[src/merge_pkg.sv]
// Package merge_pkg with the key type, the default run buffer depth and the state enums
package merge_pkg;

    // Width of one sort key in bits
    parameter int KEY_WIDTH = 16;

    // A sort key, compared as an unsigned number
    typedef logic [KEY_WIDTH-1:0] key_t;

    // Default number of words that each input run buffer holds
    // The depth must be a power of two and at least 2
    parameter int BUFFER_DEPTH_DEFAULT = 4;

    // States of the merging core
    // idle waits for the first heads of a new pair of runs
    // merging compares both heads and takes the smaller one
    // drain_a and drain_b forward the one run that is left after the other ended
    typedef enum logic [1:0] {
        idle,
        merging,
        drain_a,
        drain_b
    } merge_state_t;

    // Phases of the four-phase req/ack handshakes
    // The receiver in run_buffer uses wait_req, ack_high and wait_release
    // The sender in result_port uses empty, req_high and wait_ack_low
    typedef enum logic [2:0] {
        wait_req,
        ack_high,
        wait_release,
        empty,
        req_high,
        wait_ack_low
    } port_state_t;

endpackage

[src/merge_sorter_top.sv]
// Module merge_sorter_top with two run buffers, the merging core and the result port
module merge_sorter_top #(
    parameter int BUFFER_DEPTH = merge_pkg::BUFFER_DEPTH_DEFAULT
) (
    input  logic            clock,
    input  logic            rst_n,
    input  logic            a_req,
    input  logic            a_last,
    input  merge_pkg::key_t a_key,
    output logic            a_ack,
    input  logic            b_req,
    input  logic            b_last,
    input  merge_pkg::key_t b_key,
    output logic            b_ack,
    output logic            out_req,
    output logic            out_last,
    output merge_pkg::key_t out_key,
    input  logic            out_ack
);

    // Head streams from the buffers into the core
    logic            a_valid;
    logic            a_last_head;
    merge_pkg::key_t a_key_head;
    logic            a_ready;
    logic            b_valid;
    logic            b_last_head;
    merge_pkg::key_t b_key_head;
    logic            b_ready;

    // Merged stream from the core into the result port
    logic            m_valid;
    logic            m_last;
    merge_pkg::key_t m_key;
    logic            m_ready;

    // Run A receiver
    run_buffer #(
        .DEPTH (BUFFER_DEPTH)
    ) buf_a (
        .clock      (clock),
        .rst_n      (rst_n),
        .req        (a_req),
        .last       (a_last),
        .key        (a_key),
        .ack        (a_ack),
        .head_valid (a_valid),
        .head_last  (a_last_head),
        .head_key   (a_key_head),
        .head_ready (a_ready)
    );

    // Run B receiver
    run_buffer #(
        .DEPTH (BUFFER_DEPTH)
    ) buf_b (
        .clock      (clock),
        .rst_n      (rst_n),
        .req        (b_req),
        .last       (b_last),
        .key        (b_key),
        .ack        (b_ack),
        .head_valid (b_valid),
        .head_last  (b_last_head),
        .head_key   (b_key_head),
        .head_ready (b_ready)
    );

    merging_core core (
        .clock   (clock),
        .rst_n   (rst_n),
        .a_valid (a_valid),
        .a_last  (a_last_head),
        .a_key   (a_key_head),
        .a_ready (a_ready),
        .b_valid (b_valid),
        .b_last  (b_last_head),
        .b_key   (b_key_head),
        .b_ready (b_ready),
        .m_valid (m_valid),
        .m_last  (m_last),
        .m_key   (m_key),
        .m_ready (m_ready)
    );

    result_port port (
        .clock    (clock),
        .rst_n    (rst_n),
        .m_valid  (m_valid),
        .m_last   (m_last),
        .m_key    (m_key),
        .m_ready  (m_ready),
        .out_req  (out_req),
        .out_last (out_last),
        .out_key  (out_key),
        .out_ack  (out_ack)
    );

endmodule

[src/merging_core.sv]
// Module merging_core, a stable two-way merge of two sorted runs with run-end handling
module merging_core (
    input  logic            clock,
    input  logic            rst_n,
    input  logic            a_valid,
    input  logic            a_last,
    input  merge_pkg::key_t a_key,
    output logic            a_ready,
    input  logic            b_valid,
    input  logic            b_last,
    input  merge_pkg::key_t b_key,
    output logic            b_ready,
    output logic            m_valid,
    output logic            m_last,
    output merge_pkg::key_t m_key,
    input  logic            m_ready
);

    merge_pkg::merge_state_t state;
    merge_pkg::merge_state_t state_next;
    logic                    out_free;
    logic                    take_a;
    logic                    take_b;
    logic                    a_wins;
    logic                    draining;

    // The output register can load when it is empty or is handing its word over now
    assign out_free = !m_valid || m_ready;

    // Ties go to A, which keeps equal keys in arrival order
    assign a_wins = (a_key <= b_key);

    // In the drain states only the remaining run is forwarded
    assign draining = (state == merge_pkg::drain_a) || (state == merge_pkg::drain_b);

    // Pick the word to move this cycle
    always_comb begin
        take_a = 1'b0;
        take_b = 1'b0;
        case (state)
            merge_pkg::merging: begin
                // Both heads must be present so the compare never sees stale data
                if (a_valid && b_valid && out_free) begin
                    take_a = a_wins;
                    take_b = !a_wins;
                end
            end
            merge_pkg::drain_a: begin
                take_a = a_valid && out_free;
            end
            merge_pkg::drain_b: begin
                take_b = b_valid && out_free;
            end
            default: begin
                take_a = 1'b0;
                take_b = 1'b0;
            end
        endcase
    end

    // Popping a buffer is the same event as taking its head
    assign a_ready = take_a;
    assign b_ready = take_b;

    // Run-end handling
    always_comb begin
        state_next = state;
        case (state)
            merge_pkg::idle: begin
                // A word on either input starts the next pair of runs
                if (a_valid || b_valid) begin
                    state_next = merge_pkg::merging;
                end
            end
            merge_pkg::merging: begin
                // The run that just ended leaves the other one to drain
                if (take_a && a_last) begin
                    state_next = merge_pkg::drain_b;
                end else if (take_b && b_last) begin
                    state_next = merge_pkg::drain_a;
                end
            end
            merge_pkg::drain_a: begin
                if (take_a && a_last) begin
                    state_next = merge_pkg::idle;
                end
            end
            merge_pkg::drain_b: begin
                if (take_b && b_last) begin
                    state_next = merge_pkg::idle;
                end
            end
            default: begin
                state_next = merge_pkg::idle;
            end
        endcase
    end

    always_ff @(posedge clock or negedge rst_n) begin
        if (!rst_n) begin
            state <= merge_pkg::idle;
        end else begin
            state <= state_next;
        end
    end

    // Output valid, cleared by reset and held while the port is busy
    always_ff @(posedge clock or negedge rst_n) begin
        if (!rst_n) begin
            m_valid <= 1'b0;
        end else if (out_free) begin
            m_valid <= take_a || take_b;
        end
    end

    // Output payload, loaded only when a word is taken
    always_ff @(posedge clock) begin
        if (take_a || take_b) begin
            m_key <= take_a ? a_key : b_key;
            // Only the last word of the run that drains closes the merged run
            m_last <= draining && (take_a ? a_last : b_last);
        end
    end

endmodule

[src/result_port.sv]
// Module result_port, a one-word holding register with a four-phase req/ack sender
module result_port (
    input  logic            clock,
    input  logic            rst_n,
    input  logic            m_valid,
    input  logic            m_last,
    input  merge_pkg::key_t m_key,
    output logic            m_ready,
    output logic            out_req,
    output logic            out_last,
    output merge_pkg::key_t out_key,
    input  logic            out_ack
);

    merge_pkg::port_state_t state;
    logic                   accept;

    // A new word is taken only while no handshake is running
    assign m_ready = (state == merge_pkg::empty);
    assign accept  = m_valid && m_ready;

    // Send side of the four-phase handshake
    always_ff @(posedge clock or negedge rst_n) begin
        if (!rst_n) begin
            state   <= merge_pkg::empty;
            out_req <= 1'b0;
        end else begin
            case (state)
                merge_pkg::empty: begin
                    if (accept) begin
                        out_req <= 1'b1;
                        state   <= merge_pkg::req_high;
                    end
                end
                merge_pkg::req_high: begin
                    // The consumer has taken the word
                    if (out_ack) begin
                        out_req <= 1'b0;
                        state   <= merge_pkg::wait_ack_low;
                    end
                end
                merge_pkg::wait_ack_low: begin
                    // The next word may go out once ack has returned low
                    if (!out_ack) begin
                        state <= merge_pkg::empty;
                    end
                end
                default: begin
                    out_req <= 1'b0;
                    state   <= merge_pkg::empty;
                end
            endcase
        end
    end

    // Held word, stable for the whole time out_req is high
    always_ff @(posedge clock) begin
        if (accept) begin
            out_key  <= m_key;
            out_last <= m_last;
        end
    end

endmodule

[src/run_buffer.sv]
// Module run_buffer with a four-phase req/ack receiver and a FIFO of key and last pairs
module run_buffer #(
    parameter int DEPTH = 4
) (
    input  logic           clock,
    input  logic           rst_n,
    input  logic           req,
    input  logic           last,
    input  merge_pkg::key_t key,
    output logic           ack,
    output logic           head_valid,
    output logic           head_last,
    output merge_pkg::key_t head_key,
    input  logic           head_ready
);

    localparam int ADDR_WIDTH = $clog2(DEPTH);

    // Pointers carry one extra wrap bit so that full and empty can be told apart
    typedef logic [ADDR_WIDTH:0] ptr_t;

    merge_pkg::port_state_t state;
    merge_pkg::key_t        key_mem [DEPTH];
    logic                   last_mem [DEPTH];
    ptr_t                   wr_ptr;
    ptr_t                   rd_ptr;
    logic                   fifo_full;
    logic                   fifo_empty;
    logic                   push;
    logic                   pop;

    // Equal low bits with different wrap bits means every slot is taken
    assign fifo_full  = (wr_ptr[ADDR_WIDTH] != rd_ptr[ADDR_WIDTH]) &&
                        (wr_ptr[ADDR_WIDTH-1:0] == rd_ptr[ADDR_WIDTH-1:0]);
    assign fifo_empty = (wr_ptr == rd_ptr);

    // The word is written one edge after ack rises, while req still holds it stable
    assign push = (state == merge_pkg::ack_high);
    assign pop  = head_valid && head_ready;

    // The oldest word is offered to the core as a stream
    assign head_valid = !fifo_empty;
    assign head_key   = key_mem[rd_ptr[ADDR_WIDTH-1:0]];
    assign head_last  = last_mem[rd_ptr[ADDR_WIDTH-1:0]];

    // Receive side of the four-phase handshake
    always_ff @(posedge clock or negedge rst_n) begin
        if (!rst_n) begin
            state <= merge_pkg::wait_req;
            ack   <= 1'b0;
        end else begin
            case (state)
                merge_pkg::wait_req: begin
                    // A full FIFO keeps ack low, so the producer stalls here
                    if (req && !fifo_full) begin
                        ack   <= 1'b1;
                        state <= merge_pkg::ack_high;
                    end
                end
                merge_pkg::ack_high: begin
                    // Room was checked before ack rose and only this block fills the FIFO
                    state <= merge_pkg::wait_release;
                end
                merge_pkg::wait_release: begin
                    // Ack falls once the producer has dropped req
                    if (!req) begin
                        ack   <= 1'b0;
                        state <= merge_pkg::wait_req;
                    end
                end
                default: begin
                    ack   <= 1'b0;
                    state <= merge_pkg::wait_req;
                end
            endcase
        end
    end

    // FIFO pointers
    always_ff @(posedge clock or negedge rst_n) begin
        if (!rst_n) begin
            wr_ptr <= '0;
            rd_ptr <= '0;
        end else begin
            if (push) begin
                wr_ptr <= wr_ptr + 1'b1;
            end
            if (pop) begin
                rd_ptr <= rd_ptr + 1'b1;
            end
        end
    end

    // FIFO storage holds payload only
    always_ff @(posedge clock) begin
        if (push) begin
            key_mem[wr_ptr[ADDR_WIDTH-1:0]]  <= key;
            last_mem[wr_ptr[ADDR_WIDTH-1:0]] <= last;
        end
    end

endmodule

[config.mk]
export PLATFORM = sky130hd
export DESIGN_NAME = merge_sorter_top
export DESIGN_NICKNAME = d
export VERILOG_FILES = /design/src/merge_pkg.sv /design/src/merge_sorter_top.sv /design/src/merging_core.sv /design/src/result_port.sv /design/src/run_buffer.sv
export SDC_FILE = /design/constraint.sdc
export NUM_CORES = 1
export LEC_CHECK = 0
export ABC_AREA = 1
export BUFFER_PORTS_ARGS = -buffer_cell sky130_fd_sc_hd__buf_4
export CAP_MARGIN = 20
export CORE_MARGIN = 5
export CORE_UTILIZATION = 51
export CTS_CLUSTER_SIZE = 14
export DETAILED_ROUTE_END_ITERATION = 10
export GPL_TIMING_DRIVEN = 1
export PLACE_DENSITY = 0.69
export SYNTH_ARGS = -nofsm -noshare
export SYNTH_HDL_FRONTEND = slang
export SYNTH_SLANG_ARGS = --single-unit
[constraint.sdc]
create_clock -name clock -period 5.8 [get_ports clock]
set_input_delay 0.58 -clock clock [delete_from_list [all_inputs] [get_ports clock]]
set_output_delay 0.58 -clock clock [all_outputs]
set_load 0.01 [all_outputs]
### After elaboration in Yosys (flattened, before gate mapping)

Memory sizes are Yosys's and may differ from the RTL's.
Cells that the tools add are included.

* bits in registers: 61
* latch bits: 0
* RAM bits: 136
* ROM bits: 0
* input bits: 39
* output and inout port bits: 20
* word-level logic and storage cells: 124
* memories: 4

* add/subtract/negate cells: 4
* $mul: 0
* divide/modulo/power cells: 0
* magnitude comparators: 1
* eq/ne operators: 27
* shift operators: 0
* mux-type cells: 35
* bitwise logic cells: 3
* reductions and logical operators: 34

Memory list
* buf_a.key_mem: words 4, bits a word 16, rd ports 1, clocked after memory_dff 0, write ports 1, RTL line run_buffer.sv:23 `merge_pkg::key_t key_mem [DEPTH];`
* buf_b.key_mem: words 4, bits a word 16, rd ports 1, clocked after memory_dff 0, write ports 1, RTL line run_buffer.sv:23
* buf_a.last_mem: words 4, bits a word 1, rd ports 1, clocked after memory_dff 0, write ports 1, RTL line run_buffer.sv:24 `logic last_mem [DEPTH];`
* buf_b.last_mem: words 4, bits a word 1, rd ports 1, clocked after memory_dff 0, write ports 1, RTL line run_buffer.sv:24

Operator list (number)
* one-hot mux 3 bit (3 select lines): 3
* two-way mux 3 bit: 7
* less-or-equal comparator 16 bit: 1
* two-way mux 16 bit: 1
* logical AND 1 bit: 14
* two-way mux 1 bit: 13
* adder 3 x 1 -> 3 bit (second input constant): 4
* != test 2 bit (second input constant): 6
* AND reduction 3 bit: 4
* two-way mux 2 bit: 5
* equality test 3 x 2 -> 1 bit (second input constant): 3
* one-hot mux 1 bit (3 select lines): 3
* != test 2 x 1 -> 1 bit (second input constant): 4
* one-hot mux 2 bit (4 select lines): 1
* equality test 3 x 1 -> 1 bit (second input constant): 2
* equality test 3 bit: 2
* equality test 3 bit (second input constant): 2
* zero test 1 bit: 6
* zero test 3 bit: 2
* equality test 2 bit: 2
* equality test 2 bit (second input constant): 2
* logical OR 1 bit: 4
* one-hot mux 1 bit (2 select lines): 2
* AND reduction 2 bit: 2
* 6 further kinds: 9

### Logic depth before layout (Yosys ltp)

* depth in word-level cells: 10
* gate-level depth with buffers: 24
* depth with buffers taken out: 22

### Modules after synthesis

Synthesis repeated with hierarchy kept, for this count alone.

* cells, all modules: 674
* area, all modules: 8409.3 um^2

Modules (own cells, without submodules)
* run_buffer: times used 2, cells an instance 228, area each 3071.7 um^2, sequential area each 2267.2 um^2
* merging_core: times used 1, cells an instance 171, area each 1508.9 um^2, sequential area each 585.6 um^2
* result_port: times used 1, cells an instance 47, area each 757.0 um^2, sequential area each 613.1 um^2

### Worst setup path after synthesis

No wires, ideal clock.

* path kind: register to register
* start: register buf_a.rd_ptr[1]
* end: register core.m_key[0], enable pin
* library setup time: 0.373 ns
* arrival: 2.585 ns
* data required time: 5.427 ns
* setup slack: 2.842 ns
* stages on the path, launching flop included: 17
* buffers on the path: 2
* period minus slack after synthesis: 2.958 ns
* path through: dfrtp_1 inv_1 clkbuf_1 clkbuf_1 o21ai_0 o22ai_1 ha_1 a21o_1 nor2_1 nand2_1 nand2_1 nand2_1 nand2_1 nand2_1 nand2_2 nand2_4 nand2_1

* longest elaborated chain between the ends: 7
* elaborated cells between the ends (all ways): 13
* classes of those cells: order compare: 1; eq/ne: 1; mux: 4; reduce/logical: 6; memory: 1

Ends and longest elaborated chain
* start, declared: RTL line run_buffer.sv:26 `ptr_t rd_ptr;`
* start signal, assigned: RTL line run_buffer.sv:89 `rd_ptr <= rd_ptr + 1'b1;`
* parallel branches: the longest is 6 deep, another holds memory read (4 x 16 bit)
* logical OR 1 bit *: RTL line merging_core.sv:118 `if (take_a || take_b) begin`
* end signal, assigned: RTL line merging_core.sv:119 `m_key <= take_a ? a_key : b_key;`
* end, declared: RTL line merging_core.sv:15 `output merge_pkg::key_t m_key,`

Mark *: on every way between the ends.
A chain may end at the register's enable or synchronous reset.

### Final worst setup path

* start: register buf_a.rd_ptr[0]
* end: register core.m_key[12], enable pin

Same word-level chain as after synthesis.

==> out/qor.yml <==
cells_and_area:
  fin_cells: 920
  num-nets-final: 761
  drive_above_1_share: 0.161
  final_cell_mix: "170 x edfxtp_1, 120 x nand2_1, 63 x buf_4, 59 x o21ai_0, 53 x nor2_1"
  final_common_cell: "edfxtp_1"
  diodes: 0
  syn_to_final_growth_pct: 15.2
timing:
  finalSetupTns_ns: 0
  worst_pin_slew_ns: 1.07
  fin_crit_sh: 0.735
  hold_ws_ns: 0.0464
  maxSlewViolCount: 0
  fmax_mhz: 235
  hold_viol_final: 0
  slew_headroom: 0.284
  rsz0062_at_grt: "false"
  finalSetupViolCount: 0
  layout_min_cycle_time_ns: 4.26
  skew_ns: 0.0121
clock_network:
  clk_latency_ns: 0.43
  cts_root_buf: "clkbuf_16"
  cts.sinks: 195
  htree_num_levels: 4
  post-cts-setup-buffer-count: 0
  cts_buffer_depth: 2
  clk_pin_slew_ns: 0.06
  cts_tree: "done"
  cts_hold_buf: 0
  cts_resized: 0
  cts_buffers: 17
drt:
  drt-initial-drc-count: 363
  ant_nets: 0
  wl_um: 15500
  drc_errors: 0
  dr.pass1.iters: 5
  avgRoutedWirePerCell_um: 16.8
  vias_per_cell: 5.33
  vias: 4900
synthesis:
  synth_area_leaders: "edfxtp_1 63%, dfrtp_1 7.1%, nand2_1 5.6%, ha_1 4.8%, o21ai_0 3.6%"
  avgSynthCellArea_sq_um: 12.8
  syn-instance-count: 632
  synth_edf_count: 170
  synth_ff_type: "edfxtp_1"
  yosysWarnings: 0
  synth_seq_cells: 195
  yosysUniqueCellTypes: 33
  syn_area_sq_um: 8110
  yosysSeqAreaShare: 0.707
  synthArstFlopShare: 0.128
  synth.largest_area_cell: "edfxtp_1"
  syn_nets: 702
  synth_top_area_frac: 0.630
run:
  maxCapViolations: 0
critical_path:
  cp_max_fo: 37
  crit_required_ns: 5.86
  cp-end-kind: "register"
  worstSetupPathType: "reg -> reg"
  arrival_ns: 4.32
  worstSetupStartpointType: "register"
grt:
  grt_max_degree: 39
  grtUsageMet3: 0.0359
  met2_usage: 0.295
  use_met1: 0.220
  grt_overflow: 0
  grtUsageTotal: 0.175
  grt_pass1_vias: 4868
  grt.busiest_layer: "met2"
  antenna_found_initial: 0
  grt_pass1_wl_um: 24600
power_and_ir_drop:
  peakVddDrop_v: 0.000330
  p_per_area_nw_per_um2: 560
  cellLeakagePower_nw: 3.53
place:
  dp_hpwl_um: 10000
  portBuffers: 58
  dp_cells: 888
  globalplace.congestion: 0.791
floorplanning:
  num_rows: 46
  die_area_sq_um: 18500
  core_sq_um: 15700
  initial_core_util: 0.516
  die_y_um: 136
  io_pins: 59
  die_w_um: 136
status:
  status: "completed"
min_path:
  hp-class: "in -> async"
[final timing paths]
path	start	to	slack, ns	depth (start not counted)
worst max-delay path	buf_a.rd_ptr[0]	core.m_key[12]	1.54	13
worst min-delay path	rst_n	buf_a.ack	0.05	1
worst max register to register	buf_a.rd_ptr[0]	core.m_key[12]	1.54	13
worst min register to register	core.m_key[13]	port.out_key[13]	0.42	0
max in group asynchronous	rst_n	port.state[1]	5.45	1
min in group clock	b_key[4]	buf_b.key_mem[1][4]	0.34	1
[through the flow]
step / setup slack [ns] / utilization / cell area [sq um] / power [W]
6_report: 1.54 / 0.594 / 9340 / 0.00523
5_1_grt: 1.05 / 0.594 / 9340 / 0.00559
2_1_floorplan: 2.84 / - / 8110 / 0.00352
3_5_place_dp: 1.54 / 0.557 / 8750 / 0.00411
4_1_cts: 1.49 / 0.594 / 9340 / 0.00527
3_3_place_gp: 1.67 / 0.557 / 8750 / 0.00403
[cell usage after synthesis, types with 3 or more instances]
cell type  number
ha_1           31
clkbuf_1       17
nand3_1        11
nand2_1       120
inv_1          38
a21oi_1        25
buf_4           3
xor2_1          6
edfxtp_1      170
xnor2_1         6
o22ai_1        17
nand2_4         3
nand3_2         3
a32o_1         17
nor2_1         59
o21ai_0        59
dfrtp_1        23
[power by group]
part	leakage, nW	total (W)	internal [W]	switching (W)
logic	1.40	0.00191	0.000660	0.00125
registers	1.85	0.00217	0.00200	0.000163
clock network	0.283	0.00115	0.000640	0.000509
[logic make-up (layout without fill, tap and decap cells)]
family / count (synthesis) / in the layout / synth area share
AOI/OAI and AO/OA: 123 / 123 / 0.0901
xor gates and xnor gates: 14 / 14 / 0.0170
buffers and inverters: 64 / 136 / 0.0335
and+or+nand+nor: 205 / 205 / 0.104
adders and majority gates: 31 / 31 / 0.0478
DFF: 195 / 195 / 0.707
[state kept, by name (all words and copies together) (netlist names)]
| register | flops |
|---|---|
| buf_a.ack | 1 |
| buf_a.key_mem | 64 |
| buf_a.last_mem | 4 |
| buf_a.rd_ptr | 3 |
| buf_a.state | 2 |
| buf_a.wr_ptr | 3 |
| buf_b.ack | 1 |
| buf_b.key_mem | 64 |
| buf_b.last_mem | 4 |
| buf_b.rd_ptr | 3 |
| buf_b.state | 2 |
| buf_b.wr_ptr | 3 |
| core.m_key | 16 |
| core.m_last | 1 |
| core.m_valid | 1 |
| core.state | 2 |
| port.out_key | 16 |
| port.out_last | 1 |
| port.out_req | 1 |
| port.state | 3 |
[worst max-delay path, stage by stage (launching register included)]
cell and delay, ns:
dfrtp_1 0.32, buf_4 0.35, clkinv_1 0.82, o21ai_0 0.48, o22ai_1 0.18, ha_1 0.34, nand4_1 0.10, nor3_1 0.19
nand3_1 0.18, nand2_1 0.11, nand2_1 0.06, nand2_2 0.09, nand2_4 0.09, nand2_1 0.55
[metal layers]
layer / vias to the layer above / routed length (um) / part of all wire
met2: 130 / 7830 / 0.51
li1: 2367 / - / -
met1: 2374 / 6430 / 0.42
met3: 29 / 763 / 0.049
met4: 0 / 437 / 0.028
met5: - / 0 / 0
[final cells by class]
class | count | area, sq um
Clock buffer | 18 | 429
Clock inverter | 14 | 154
Timing Repair Buffer | 63 | 473
Fill cell | 1185 | 6380
Sequential cell | 195 | 5730
Multi-Input combinational cell | 373 | 2120
Inverter | 41 | 159
Tap cell | 216 | 270
Power figures use the tool's default switching activity.
